<file path="src/rtl/acq_readout_pkg.sv">
`default_nettype none

package acq_readout_pkg;

  localparam int CBUF_ADDR_W = 10;  // 1024-word circular buffer
  localparam int CBUF_WORDS = 1 << CBUF_ADDR_W;
  localparam int SAMPLE_WORD_W = 32;  // two 12-bit adc samples per word
  localparam int PRETRIG_WORDS = 32;  // one whole waveform behind the write pointer
  localparam int BURSTS_PER_WAVEFORM = 8;
  localparam int WORDS_PER_BURST = 4;  // 4 x 32 = one 128-bit ddr3 burst
  localparam int BURST_CNTR_W = $clog2(BURSTS_PER_WAVEFORM + 1);
  localparam int TRIG_FIFO_DEPTH = 4;
  localparam int TRIG_PTR_W = $clog2(TRIG_FIFO_DEPTH);
  localparam int BURST_ADR_W = 24;
  localparam int WFM_NUM_W = 16;
  localparam int FILL_NUM_W = 16;

  localparam logic [7:0] HDR_TAG_WAVEFORM = 8'hA5;
  localparam logic [7:0] HDR_TAG_FILL = 8'h5A;

  // bit positions of the one-hot readout sequencer state
  localparam int ST_IDLE = 0;
  localparam int ST_FILL_INIT1 = 1;
  localparam int ST_TRIG_WAIT = 2;
  localparam int ST_WAVEFORM_INIT1 = 3;
  localparam int ST_WAVEFORM_INIT2 = 4;
  localparam int ST_WAVEFORM_INIT3 = 5;
  localparam int ST_LOOP1 = 6;  // LOOP1..LOOP4 must stay contiguous
  localparam int ST_LOOP2 = 7;
  localparam int ST_LOOP3 = 8;
  localparam int ST_LOOP4 = 9;
  localparam int ST_WAVEFORM_DONE1 = 10;
  localparam int ST_WAVEFORM_DONE2 = 11;
  localparam int ST_NO_TRIGGER = 12;
  localparam int ST_FILL_DONE1 = 13;
  localparam int ST_FILL_DONE2 = 14;
  localparam int ST_FILL_DONE3 = 15;
  localparam int ST_FILL_DONE4 = 16;
  localparam int ST_DONE = 17;
  localparam int NUM_STATES = 18;

  // one 128-bit output word, read either as data lanes or as header fields
  typedef union packed {
    logic [WORDS_PER_BURST-1:0][SAMPLE_WORD_W-1:0] lanes;  // lane 0 = oldest buffer word
    struct packed {
      logic [7:0]             tag;
      logic [FILL_NUM_W-1:0]  fill_num;
      logic [WFM_NUM_W-1:0]   wfm_num;  // waveform number, or count in a fill header
      logic [15:0]            trig_addr;  // buffer start address, zero-extended
      logic [BURST_ADR_W-1:0] burst_adr;
      logic [47:0]            spare;
    } hdr;
  } acq_word_t;

endpackage

`default_nettype wire

</file>
<file path="src/rtl/trig_addr_fifo.sv">
`timescale 1ns/100ps
`default_nettype none

module trig_addr_fifo (
  input  logic                                   adc_clk,
  input  logic                                   reset_clk_adc,
  input  logic                                   trig,  // one-cycle trigger strobe
  input  logic                                   cbuf_trig_en,
  input  logic [acq_readout_pkg::CBUF_ADDR_W-1:0] trig_start_addr,
  input  logic                                   trig_addr_rd_en,  // pop the head
  output logic [acq_readout_pkg::CBUF_ADDR_W-1:0] trig_addr,  // head, fall-through
  output logic                                   trig_fifo_empty,
  output logic                                   trig_dropped
);
  import acq_readout_pkg::*;

  logic [CBUF_ADDR_W-1:0] fifo_mem [TRIG_FIFO_DEPTH];
  logic [TRIG_PTR_W-1:0]  wr_ptr;
  logic [TRIG_PTR_W-1:0]  rd_ptr;
  logic [TRIG_PTR_W:0]    count;  // occupancy, 0..depth
  logic                   push;
  logic                   full;
  logic                   accept;
  logic                   pop;

  assign push = trig & cbuf_trig_en;  // triggers outside the enable window are ignored
  assign full = (count == (TRIG_PTR_W + 1)'(TRIG_FIFO_DEPTH));
  assign accept = push & ~full;
  assign pop = trig_addr_rd_en & ~trig_fifo_empty;

  always_ff @(posedge adc_clk) begin
    if (reset_clk_adc) begin
      wr_ptr <= '0;
      rd_ptr <= '0;
      count <= '0;
      trig_dropped <= 1'b0;
    end else begin
      trig_dropped <= push & full;  // overflow flag, one cycle
      if (accept)
        wr_ptr <= wr_ptr + 1'b1;
      if (pop)
        rd_ptr <= rd_ptr + 1'b1;
      if (accept && !pop)
        count <= count + 1'b1;
      else if (pop && !accept)
        count <= count - 1'b1;
    end
  end

  always_ff @(posedge adc_clk) begin
    if (accept)
      fifo_mem[wr_ptr] <= trig_start_addr;
  end

  assign trig_addr = fifo_mem[rd_ptr];
  assign trig_fifo_empty = (count == '0);

endmodule

`default_nettype wire

</file>
<file path="config.mk">
export PLATFORM = sky130hd
export DESIGN_NAME = trig_addr_fifo
export DESIGN_NICKNAME = d
export VERILOG_FILES = /design/src/rtl/acq_readout_pkg.sv /design/src/rtl/trig_addr_fifo.sv
export SDC_FILE = /design/constraint.sdc
export NUM_CORES = 1
export LEC_CHECK = 0
export BUFFER_PORTS_ARGS = -buffer_cell sky130_fd_sc_hd__buf_2
export CAP_MARGIN = 20
export CORE_ASPECT_RATIO = 1.5
export CORE_UTILIZATION = 35
export CTS_BUF_LIST = sky130_fd_sc_hd__clkbuf_4 sky130_fd_sc_hd__clkbuf_8
export CTS_CLUSTER_DIAMETER = 150
export DETAILED_ROUTE_END_ITERATION = 12
export HOLD_SLACK_MARGIN = 0.08
export PLACE_DENSITY = 0.66
export RECOVER_POWER = 25
export SLEW_MARGIN = 20
export SYNTH_ARGS = -nofsm -noshare
export SYNTH_HDL_FRONTEND = slang
export SYNTH_SLANG_ARGS = --single-unit
</file>
<file path="constraint.sdc">
create_clock -name adc_clk -period 2 [get_ports adc_clk]
set_input_delay 0.6 -clock adc_clk [delete_from_list [all_inputs] [get_ports adc_clk]]
set_output_delay 0.6 -clock adc_clk [all_outputs]
set_load 0.01 [all_outputs]
</file>
==> results of run 1 <==
-- flip-flops by register name (all words and copies together) (netlist names), named ones only --
name / count
rd_ptr: 2
trig_dropped: 1
wr_ptr: 2
fifo_mem: 40
count: 3
-- power by group through the flow --
stage          Combinational [mW]  Clock [mW]  Sequential (mW)
4_1_cts                     0.782       0.577             1.32
6_report                    0.834       0.563             1.31
3_5_place_dp                0.701           0             1.31
2_1_floorplan               0.460           0             1.29
3_3_place_gp                0.684           0             1.30
5_1_grt                     0.904       0.623             1.32
-- final cells by class --
type,instances,area share [%]
inverter,3,0.4620
multi-input combinational,47,22.13
timing repair buffer,38,12.32
clock buffer,5,2.823
clock inverter,3,0.8727
tap,68,3.491
sequential,50,57.91
-- placed cells by master, fill, tap and decap left out, types with 4 or more instances in the layout --
cell type	count
sky130_fd_sc_hd__buf_2	14
sky130_fd_sc_hd__ha_1	4
sky130_fd_sc_hd__buf_4	8
sky130_fd_sc_hd__buf_6	5
sky130_fd_sc_hd__edfxtp_1	40
sky130_fd_sc_hd__mux4_2	10
sky130_fd_sc_hd__xor2_1	4
sky130_fd_sc_hd__nor2_1	7
sky130_fd_sc_hd__dfxtp_1	6
sky130_fd_sc_hd__clkbuf_1	7
sky130_fd_sc_hd__clkbuf_8	5
sky130_fd_sc_hd__and2_1	4
-- worst paths after layout --
check	start	to	cells after the start
worst max-delay path	flop	trig_addr[2]	3
worst min register to register	rd_ptr[1]$_SDFFE_PP0P_	rd_ptr[1]$_SDFFE_PP0P_	2
worst max register to register	count[0]$_SDFFE_PP0P_	count[2]$_SDFFE_PP0P_	7
worst min-delay path	trig_start_addr[8]	fifo_mem[2][8]$_DFFE_PP_	1
-- cell usage after synthesis (2+ instances only) --
cell	instances	area, sq um
sky130_fd_sc_hd__nand2_1	2	7.510
sky130_fd_sc_hd__nor2_1	7	26.28
sky130_fd_sc_hd__inv_1	3	11.26
sky130_fd_sc_hd__nor3_1	2	10.01
sky130_fd_sc_hd__nand2b_1	2	12.51
sky130_fd_sc_hd__xor2_1	4	35.03
sky130_fd_sc_hd__and2_1	4	25.02
sky130_fd_sc_hd__ha_1	5	62.56
sky130_fd_sc_hd__mux4_2	10	225.2
sky130_fd_sc_hd__mux2i_1	2	20.02
sky130_fd_sc_hd__dfxtp_1	10	200.2
sky130_fd_sc_hd__edfxtp_1	40	1201
-- cells by family after synthesis --
kind of cell / after synthesis
DFF: 50
muxes: 13
and+or+nand+nor: 19
adders and majority gates: 6
AOI/OAI and AO/OA: 5
buffers and inverters: 6
xor gates and xnor gates: 4
-- what timing repair did --
action                     4_1_cts  5_1_grt
pin swaps                        0        2
gates cloned                     1        0
gates resized for setup          8        6
buffers inserted                 0        2
setup endpoints to repair       11       11
-- per-stage QoR --
stage,hold WS (ns),worst slack [ns],total power [mW]
after global routing,0.5182,-0.1342,2.847
after detailed placement,0.5165,-0.1213,2.009
after floorplan,0.4820,-0.02808,1.748
after CTS,0.5078,-0.08486,2.676
after global placement,0.4900,-0.03166,1.985
final,0.5215,-0.07732,2.706
-- per-layer routing --
layer	routed length [microns]	global-route usage, %	up-vias
met5	0	0	-
met4	14	5.814	0
met3	108	2.195	2
met2	1904	23.57	24
met1	1159	11.84	493
li1	-	-	479
-- critical path, cell delays in order, from the launching register on --
cell                      delay [ns]
sky130_fd_sc_hd__dfxtp_4        0.40
sky130_fd_sc_hd__buf_16         0.13
sky130_fd_sc_hd__mux4_2         0.52
sky130_fd_sc_hd__buf_6          0.14
==> out/summary.json, run 1 <==
{
  "power_and_ir_drop": {
    "netSwitchingFraction_pct": 27.40,
    "worst_ir_drop_vdd_mv": 0.6712,
    "p_seq_share_pct": 48.4,
    "pwr_density_cell_mw_per_mm2": 1110,
    "p_comb_share_pct": 30.8,
    "static_leakage_nw": 0.8491,
    "power.clock.fraction_pct": 20.8,
    "net-switching-power_uw": 741.3,
    "internal_power_mw": 1.964
  },
  "sta": {
    "rsz0062_at_grt": "true",
    "worstMarginPinSlew_ns": 0.3181,
    "setup-violations-final": 10,
    "report.final.slew_viol_count": 0,
    "timing.final.ws_setup_ns": -0.07732,
    "final_hold_viol_count": 0,
    "fmax_mhz": 481.4,
    "clock-skew-final_ns": 0.009492,
    "clock_period_minus_worst_slack_ns": 2.077,
    "finalSetupTns_ns": -0.5164,
    "slew_headroom_pct": 78.46,
    "finalCritPeriodShare_pct": 103.9
  },
  "finish": {
    "ratio_of_cells_with_drive_above_1_in_the_final_layout_pct": 41.78,
    "finish.cell_count_without_fillers": 214,
    "num-fill-cells": 451,
    "final-seq-area_sq_mm": 0.001411,
    "layout.core_utilization_pct": 46.47,
    "multi_input_area_sq_um": 539.3,
    "nNetsFinal": 166,
    "n_diodes": 0,
    "areaGrowthSynthToFinish_pct": 25.11,
    "postLayoutCellArea_sq_mm": 0.002437
  },
  "logic_synthesis": {
    "synthXorXnorAreaFrac_pct": 1.798,
    "synth_top_family_by_area": "multiplexers",
    "post_synth_fa_ha_maj_area_fraction_pct": 4.239,
    "ys.flop_type": "sky130_fd_sc_hd__edfxtp_1",
    "synth.avg_cell_area_sq_um": 18.91,
    "ys_seq_elements": 50,
    "basic_gate_share_of_the_synthesized_area_counting_and_or_nand_and_nor_cells_pct": 4.817,
    "synth_cell_type_count": 24,
    "sequential_element_share_of_the_synthesized_area_pct": 71.93,
    "yosysWarningCount": 0,
    "syn-cell-area_sq_mm": 0.001948,
    "synth-async-reset-ratio_pct": 0,
    "number_of_enable_flip_flop_cells_after_synthesis": 40,
    "syn_nets": 124,
    "synth-compound-area-share_pct": 2.441,
    "syn-instance-count": 103,
    "synth.mux.area_fraction_pct": 13.36
  },
  "clock_network": {
    "clock_tree.htree_level_count": 2,
    "clk-insertion-delay-late_ns": 0.30,
    "tritoncts_buffer_count": 5,
    "path_clk_slew_ns": 0.09,
    "tritoncts": "done",
    "post_cts_hold_buffer_count": 0,
    "clock-root-buffer": "sky130_fd_sc_hd__clkbuf_8",
    "cts.path.max_buffers": 2,
    "clkSinkCount": 50
  },
  "job": {
    "maxCapViolations": 0
  },
  "routing": {
    "drtIter0Drc": 23,
    "ant_nets": 0,
    "dr_total_vias": 998,
    "vias_per_cell": 4.664,
    "drtPass1Iterations": 4,
    "wl_per_cell_microns": 14.89,
    "drc": 0,
    "finalWirelength_microns": 3187
  },
  "outcome": {
    "violations": "negative setup slack",
    "status": "complete, but fails checks"
  },
  "placement": {
    "gp_routability_congestion": 0.7022,
    "placed_cells": 203,
    "placed_cell_area_sq_mm": 0.002260,
    "io_buffers": 26,
    "hpwlAfterDp_microns": 2144
  },
  "floorplan": {
    "row_count": 32,
    "dieHeight_microns": 93.38,
    "die_area_sq_mm": 0.005875,
    "floorplan.initialDensity_pct": 37.14,
    "ios": 27,
    "fp.coreArea_sq_mm": 0.005245,
    "die_w_microns": 62.92
  },
  "worst_setup_path": {
    "r2r_setup_slack_ns": 0.08,
    "worst_setup_path_start_kind": "flop",
    "setup.worst_path.class": "reg -> out",
    "cp-end-kind": "output port",
    "required_ns": 1.40,
    "path_max_fanout": 5,
    "cp.arrival_ns": 1.48
  },
  "global_routing": {
    "antenna_found_initial": 0,
    "wire_length_of_the_first_global_routing_pass_microns": 5147,
    "first_global_vias": 1097,
    "grt_start_max_net_pins": 17,
    "global_route.usage.total_pct": 12.06,
    "grt_remaining_overflow": 0
  },
  "hold_path": {
    "timing.hold.worst.class": "in -> reg"
  }
}
No activity file was read; power rests on OpenSTA's default activity.
==> run 2: changes to the inputs <==
==> constraint.sdc (replaced) <==
create_clock -name adc_clk -period 2 [get_ports adc_clk]
set_input_delay 0.4 -clock adc_clk [delete_from_list [all_inputs] [get_ports adc_clk]]
set_output_delay 0.4 -clock adc_clk [all_outputs]
set_load 0.01 [all_outputs]
==> run 2 against run 1 <==
  * The flow still finishes with violations (negative setup slack)
  * Final area is 3.7% lower
  * Critical endpoint is now count[2]$_SDFFE_PP0P_
  * Sequential cell count stayed put
  * Via count is 0.10% higher
  * Critical path depth is 4 higher
  * Global-route usage is 0.40 points lower
  * Register-to-register slack worse by 0.09 ns
  * Power is 4.8% lower
  * Worst setup slack better by 0.065 ns
  * Largest cell class unchanged
==> out/summary.json, run 2 (synthesized netlist as in run 1, its figures left out) <==
{
  "outcome": {
    "status": "complete, but fails checks",
    "violations": "negative setup slack"
  },
  "worst_setup_path": {
    "cp.arrival": {"value": 2.24, "unit": "ns", "change": "+0.76 ns"},
    "required": {"value": 2.23, "unit": "ns", "change": "+0.83 ns"},
    "critical-path-slowest-cell": "sky130_fd_sc_hd__or3_4",
    "worst_setup_path_start_kind": "flop",
    "critPathMaxStageDelay": {"value": 0.40, "unit": "ns", "change": "-0.12 ns"},
    "crit_path_cell_trace": "o31ai_4, ha_2, inv_1, fa_2, xor2_1, or3_4, a21oi_2",
    "cp-end-kind": "flop",
    "path_max_fanout": {"value": 6, "change": "+1"},
    "setup.worst_path.class": "reg -> reg"
  },
  "power_and_ir_drop": {
    "static_leakage": {"value": 0.8162, "unit": "nW", "change": "-3.9%"},
    "worst_ir_drop_vdd": {"value": 0.6574, "unit": "mV", "change": "-2.0%"},
    "fin_total_pwr": {"value": 2.575, "unit": "mW", "change": "-4.8%"},
    "pwr_density_cell": {"value": 1098, "unit": "mW/mm^2", "change": "-1.1%"}
  },
  "global_routing": {
    "first_global_vias": {"value": 1069, "change": "-2.6%"},
    "grt_remaining_overflow": {"value": 0, "change": "unchanged"},
    "global_route.usage.total": {"value": 11.66, "unit": "%", "change": "-0.40 points"},
    "antenna_found_initial": {"value": 0, "change": "unchanged"},
    "wire_length_of_the_first_global_routing_pass": {"value": 5126, "unit": "microns", "change": "-0.41%"},
    "grt_start_max_net_pins": {"value": 18, "change": "+1"}
  },
  "finish": {
    "areaGrowthSynthToFinish_pct": 20.42,
    "ratio_of_cells_with_drive_above_1_in_the_final_layout": {"value": 40.69, "unit": "%", "change": "-1.1 points"},
    "nNetsFinal": {"value": 165, "change": "-0.60%"},
    "top_register": "fifo_mem",
    "layout_commonest_cell": "sky130_fd_sc_hd__edfxtp_1",
    "largestRegisters": "fifo_mem x40, count x3",
    "n_diodes": {"value": 0, "change": "unchanged"},
    "largest_reg_flops": {"value": 40, "change": "unchanged"},
    "postLayoutCellArea": {"value": 0.002346, "unit": "sq mm", "change": "-3.7%"},
    "finish.cell_count_without_fillers": {"value": 213, "change": "-0.47%"},
    "final_cell_mix": "sky130_fd_sc_hd__edfxtp_1, sky130_fd_sc_hd__buf_2, sky130_fd_sc_hd__mux4_2, sky130_fd_sc_hd__buf_4"
  },
  "job": {
    "maxCapViolations": {"value": 0, "change": "unchanged"}
  },
  "clock_network": {
    "clk-insertion-delay-late": {"value": 0.30, "unit": "ns", "change": "about the same"},
    "clock_tree.htree_level_count": {"value": 2, "change": "unchanged"},
    "clkSinkCount": {"value": 50, "change": "unchanged"},
    "tritoncts_buffer_count": {"value": 5, "change": "unchanged"},
    "tritoncts": "done",
    "clock-root-buffer": "sky130_fd_sc_hd__clkbuf_8",
    "cts.path.max_buffers": {"value": 2, "change": "unchanged"},
    "post_cts_hold_buffer_count": {"value": 0, "change": "unchanged"},
    "path_clk_slew": {"value": 0.09, "unit": "ns", "change": "about the same"}
  },
  "sta": {
    "finalHoldWorstSlack": {"value": 0.3198, "unit": "ns", "change": "-0.2016 ns"},
    "fmax": {"value": 497.1, "unit": "MHz", "change": "+3.3%"},
    "timing.final.ws_setup": {"value": -0.01187, "unit": "ns", "change": "+0.06546 ns"},
    "report.final.slew_viol_count": {"value": 0, "change": "unchanged"},
    "slew_headroom": {"value": 68.92, "unit": "%", "change": "-9.5 points"},
    "setup-violations-final": {"value": 1, "change": "-9"},
    "clock_period_minus_worst_slack": {"value": 2.012, "unit": "ns", "change": "-0.06546 ns"},
    "clock-skew-final": {"value": 0.006397, "unit": "ns", "change": "-0.003095 ns"},
    "worstMarginPinSlew": {"value": 0.4656, "unit": "ns", "change": "+0.1475 ns"},
    "finalCritPeriodShare": {"value": 100.6, "unit": "%", "change": "-3.3 points"},
    "rsz0062_at_grt": "true",
    "final_hold_viol_count": {"value": 0, "change": "unchanged"}
  },
  "placement": {
    "placed_cell_area": {"value": 0.002215, "unit": "sq mm", "change": "-2.0%"},
    "gp_routability_congestion": {"value": 0.6461, "change": "-8.0%"},
    "io_buffers": {"value": 26, "change": "unchanged"},
    "dp_worst_setup_slack": {"value": -0.09533, "unit": "ns", "change": "+0.02601 ns"},
    "placed_cells": {"value": 203, "change": "unchanged"},
    "hpwlAfterDp": {"value": 2208, "unit": "microns", "change": "+3.0%"}
  },
  "floorplan": {
    "row_count": {"value": 32, "change": "unchanged"},
    "fp.coreArea": {"value": 0.005245, "unit": "sq mm", "change": "unchanged"},
    "die_w": {"value": 62.92, "unit": "microns", "change": "unchanged"},
    "ios": {"value": 27, "change": "unchanged"},
    "die_area": {"value": 0.005875, "unit": "sq mm", "change": "unchanged"},
    "floorplan.initialDensity": {"value": 37.14, "unit": "%", "change": "unchanged"},
    "dieHeight": {"value": 93.38, "unit": "microns", "change": "unchanged"}
  },
  "routing": {
    "ant_nets": {"value": 0, "change": "unchanged"},
    "drc": {"value": 0, "change": "unchanged"},
    "drtIter0Drc": {"value": 40, "change": "+74%"},
    "vias_per_cell": {"value": 4.690, "change": "+0.57%"},
    "dr_total_vias": {"value": 999, "change": "+0.10%"},
    "wl_per_cell": {"value": 14.27, "unit": "microns", "change": "-4.2%"},
    "drtPass1Iterations": {"value": 4, "change": "unchanged"},
    "finalWirelength": {"value": 3039, "unit": "microns", "change": "-4.6%"}
  },
  "hold_path": {
    "timing.hold.worst.class": "in -> reg"
  }
}
[run 2: worst paths after layout]
check,slack [ns],cells after the start,from,to
min reg2reg,0.53,2,rd_ptr[1]$_SDFFE_PP0P_,rd_ptr[1]$_SDFFE_PP0P_
min,0.32,1,trig_start_addr[8],fifo_mem[2][8]$_DFFE_PP_
max reg2reg,-0.01,7,count[1]$_SDFFE_PP0P_,count[2]$_SDFFE_PP0P_
max,-0.01,7,count[1]$_SDFFE_PP0P_,count[2]$_SDFFE_PP0P_
[run 2: worst max-delay path: cells and delay by family, from the launching register on]
| family | cells | cell delay [ns] |
|---|---|---|
| fa+ha+maj | 2 | 0.55 |
| compound gates | 2 | 0.40 |
| simple gates | 1 | 0.40 |
| flops | 1 | 0.38 |
| xor+xnor | 1 | 0.16 |
| buf+inv | 1 | 0.05 |
[run 2: what timing repair did]
action                                  CTS  global route
endpoints found under the setup margin    1             3
resized for setup                         5             5
buffers inserted                          1             1
pin swaps                                 2             2
[run 2: layout make-up]
cell class              count  area, sq um
fillers                   483         2899
flip-flops and latches     50         1408
multi-input cells          47        541.8
repair buffers             37        207.7
well taps                  68        85.08
clock buffers               5        68.82
clock inverters             3        23.77
inverters                   3        11.26
[run 2: metrics by stage]
step	utilization, %	setup TNS (ns)
2_1_floorplan	-	0
3_3_place_gp	42.22	0
3_5_place_dp	42.22	-0.09533
4_1_cts	44.44	0
5_1_grt	44.73	-0.06878
6_report	44.73	-0.01187
[run 2: layer usage]
layer | GRT usage, % | vias up | share of wire [%]
met5 | 0 | - | 0
met4 | 5.233 | 0 | 1.7
met3 | 2.805 | 6 | 4.4
met2 | 21.68 | 28 | 55
met1 | 12.16 | 492 | 39
li1 | - | 473 | -
[run 2: power by group]
part           internal [mW]  switching, mW
clock network          0.250          0.333
registers               1.22         0.0813
logic                  0.380          0.313
==> run 3: changes to the inputs <==
- CORE_UTILIZATION: 35 -> 53
- PLACE_DENSITY: 0.66 -> 0.88
==> run 3 against run 2 <==
  * Highest routed layer unchanged
  * Clock-buffer cell count increased by 2
  * The run now ends clean
  * Largest power group unchanged
  * Global-route usage grew 7.4 points
  * Worst setup slack gained 0.042 ns
==> out/summary.json, run 3 (synthesized netlist as in run 1, its figures left out) <==
{
  "outcome": {
    "status": "completed"
  },
  "hold_path": {
    "hold_path_depth": {"value": 1, "change": "unchanged"},
    "timing.hold.worst_endpoint": "fifo_mem[0][4]$_DFFE_PP_",
    "timing.hold.worst.class": "in -> reg",
    "min_from": "trig_start_addr[4]"
  },
  "clock_network": {
    "tritoncts_buffer_count": {"value": 5, "change": "unchanged"},
    "path_clk_slew": {"value": 0.08, "unit": "ns", "change": "about the same"},
    "cts.path.max_buffers": {"value": 2, "change": "unchanged"},
    "clock_tree.htree_level_count": {"value": 2, "change": "unchanged"},
    "clock-root-buffer": "sky130_fd_sc_hd__clkbuf_8",
    "tritoncts": "done",
    "clk-insertion-delay-late": {"value": 0.29, "unit": "ns", "change": "about the same"},
    "clkSinkCount": {"value": 50, "change": "unchanged"},
    "post_cts_hold_buffer_count": {"value": 0, "change": "unchanged"}
  },
  "routing": {
    "drc": {"value": 0, "change": "unchanged"},
    "ant_nets": {"value": 0, "change": "unchanged"},
    "wl_per_cell": {"value": 17.20, "unit": "microns", "change": "+21%"},
    "finalWirelength": {"value": 3251, "unit": "microns", "change": "+7.0%"},
    "dr_total_vias": {"value": 1042, "change": "+4.3%"},
    "drtPass1Iterations": {"value": 4, "change": "unchanged"},
    "drtIter0Drc": {"value": 40, "change": "unchanged"},
    "vias_per_cell": {"value": 5.513, "change": "+18%"}
  },
  "power_and_ir_drop": {
    "fin_total_pwr": {"value": 2.607, "unit": "mW", "change": "+1.2%"},
    "net-switching-power": {"value": 707.9, "unit": "uW", "change": "-2.6%"},
    "static_leakage": {"value": 0.8335, "unit": "nW", "change": "+2.1%"},
    "p_comb_share": {"value": 27.8, "unit": "%", "change": "+0.9 points"},
    "power.clock.fraction": {"value": 22.5, "unit": "%", "change": "about the same"},
    "p_seq_share": {"value": 49.7, "unit": "%", "change": "-0.7 points"},
    "worst_ir_drop_vdd": {"value": 0.8475, "unit": "mV", "change": "+29%"},
    "internal_power": {"value": 1.899, "unit": "mW", "change": "+2.8%"},
    "netSwitchingFraction": {"value": 27.15, "unit": "%", "change": "-1.1 points"},
    "pwr_density_cell": {"value": 1122, "unit": "mW/mm^2", "change": "+2.2%"}
  },
  "worst_setup_path": {
    "path_buf_inv": {"value": 1, "change": "unchanged"},
    "critical-path-slowest-cell": "sky130_fd_sc_hd__dfxtp_4",
    "setup.worst_path.class": "reg -> reg",
    "cp.arrival": {"value": 2.19, "unit": "ns", "change": "-0.05 ns"},
    "reg2reg_to": "count[2]$_SDFFE_PP0P_",
    "critPathTopFamily": "adder cells",
    "reg2reg_depth": {"value": 7, "change": "unchanged"},
    "path_max_fanout": {"value": 5, "change": "-1"},
    "cp-end-kind": "flop",
    "required": {"value": 2.22, "unit": "ns", "change": "about the same"},
    "r2r_setup_slack": {"value": 0.03, "unit": "ns", "change": "+0.04 ns"},
    "worst_reg2reg_startpoint": "count[1]$_SDFFE_PP0P_",
    "critPathMaxStageDelay": {"value": 0.38, "unit": "ns", "change": "-0.02 ns"},
    "worst_setup_path_start_kind": "flop",
    "cp-startpoint": "count[1]$_SDFFE_PP0P_",
    "crit_path_cell_trace": "o31ai_4, ha_2, inv_1, fa_2, xor2_1, or3_1, a21oi_1"
  },
  "placement": {
    "hpwlAfterDp": {"value": 2253, "unit": "microns", "change": "+2.0%"},
    "io_buffers": {"value": 26, "change": "unchanged"},
    "gp_routability_congestion": {"value": 0.7649, "change": "+18%"}
  },
  "global_routing": {
    "wire_length_of_the_first_global_routing_pass": {"value": 5168, "unit": "microns", "change": "+0.82%"},
    "first_global_vias": {"value": 1100, "change": "+2.9%"},
    "top_usage_layer": "met2",
    "grt_start_max_net_pins": {"value": 15, "change": "-3"},
    "grt.met1_usage": {"value": 19.80, "unit": "%", "change": "+7.6 points"},
    "global_routing_met2_resource_utilization": {"value": 32.99, "unit": "%", "change": "+11 points"},
    "antenna_found_initial": {"value": 0, "change": "unchanged"},
    "global_route.usage.total": {"value": 19.10, "unit": "%", "change": "+7.4 points"},
    "gr-usage-met3": {"value": 6.387, "unit": "%", "change": "+3.6 points"},
    "grt_remaining_overflow": {"value": 0, "change": "unchanged"}
  },
  "floorplan": {
    "row_count": {"value": 26, "change": "-19%"},
    "fp.coreArea": {"value": 0.003448, "unit": "sq mm", "change": "-34%"},
    "floorplan.initialDensity": {"value": 56.49, "unit": "%", "change": "+19 points"},
    "ios": {"value": 27, "change": "unchanged"},
    "dieHeight": {"value": 76.26, "unit": "microns", "change": "-18%"},
    "die_area": {"value": 0.003927, "unit": "sq mm", "change": "-33%"},
    "die_w": {"value": 51.50, "unit": "microns", "change": "-18%"}
  },
  "sta": {
    "worstMarginPinSlew": {"value": 0.5052, "unit": "ns", "change": "+0.03959 ns"},
    "fmax": {"value": 507.8, "unit": "MHz", "change": "+2.2%"},
    "final_hold_viol_count": {"value": 0, "change": "unchanged"},
    "finalHoldWorstSlack": {"value": 0.3258, "unit": "ns", "change": "+0.005981 ns"},
    "clock-skew-final": {"value": 0.007539, "unit": "ns", "change": "+0.001142 ns"},
    "report.final.slew_viol_count": {"value": 0, "change": "unchanged"},
    "finalCritPeriodShare": {"value": 98.47, "unit": "%", "change": "-2.1 points"},
    "clock_period_minus_worst_slack": {"value": 1.969, "unit": "ns", "change": "-0.04241 ns"},
    "setup-violations-final": {"value": 0, "change": "-1"},
    "slew_headroom": {"value": 66.27, "unit": "%", "change": "-2.6 points"}
  },
  "job": {
    "maxCapViolations": {"value": 0, "change": "unchanged"}
  },
  "finish": {
    "top_register": "fifo_mem",
    "nNetsFinal": {"value": 167, "change": "+1.2%"},
    "largest_reg_flops": {"value": 40, "change": "unchanged"},
    "ratio_of_cells_with_drive_above_1_in_the_final_layout": {"value": 39.46, "unit": "%", "change": "-1.2 points"},
    "n_diodes": {"value": 0, "change": "unchanged"},
    "areaGrowthSynthToFinish_pct": 19.27,
    "largestRegisters": "fifo_mem x40, count x3",
    "layout_commonest_cell": "sky130_fd_sc_hd__edfxtp_1",
    "final_cell_mix": "sky130_fd_sc_hd__edfxtp_1, sky130_fd_sc_hd__buf_2, sky130_fd_sc_hd__buf_4"
  }
}
[run 3: power groups by stage]
| stage | combinational [mW] | sequential [mW] | clock [mW] |
|---|---|---|---|
| 3_3_place_gp | 0.621 | 1.30 | 0 |
| 4_1_cts | 0.704 | 1.29 | 0.604 |
| 6_report | 0.724 | 1.30 | 0.588 |
| 2_1_floorplan | 0.456 | 1.29 | 0 |
| 3_5_place_dp | 0.664 | 1.31 | 0 |
| 5_1_grt | 0.787 | 1.30 | 0.637 |
[run 3: final cells by class]
type | count | area (sq um)
clock inverter | 1 | 5.005
clock buffer | 7 | 90.09
tap | 42 | 52.55
multi-input combinational | 47 | 533.0
inverter | 3 | 11.26
sequential | 50 | 1410
timing repair buffer | 39 | 221.5
fill | 259 | 1125
[run 3: how the worst max path moves through the flow]
stage                            endpoint  cells past startpoint
floorplan           count[2]$_SDFFE_PP0P_                      8
global placement    count[2]$_SDFFE_PP0P_                      9
detailed placement  count[2]$_SDFFE_PP0P_                      7
CTS                 count[2]$_SDFFE_PP0P_                      7
global route        count[2]$_SDFFE_PP0P_                      7
finish              count[2]$_SDFFE_PP0P_                      7
[run 3: repair_timing]
action                                  4_1_cts  5_1_grt
pin swaps                                     2        3
endpoints found under the setup margin        1        4
gates cloned                                  0        0
resized for setup                             7        2
setup buffers                                 3        2
[run 3: metal layers]
layer | up-vias | part of all wire (%)
met5 | - | 0
met4 | 0 | 2.5
met3 | 10 | 4.5
met2 | 34 | 57
met1 | 519 | 36
li1 | 479 | -
[run 3: through the flow]
step	utilization, %	std cells	setup slack, ns	TNS, ns	instance area, sq um
6_report	67.38	189	0.03055	0	2323
3_3_place_gp	63.06	176	0.07391	0	2175
5_1_grt	67.38	189	-0.002768	-0.002768	2323
4_1_cts	67.05	187	0.02275	0	2312
2_1_floorplan	-	103	0.008799	0	1948
3_5_place_dp	63.06	176	-0.09957	-0.09957	2175
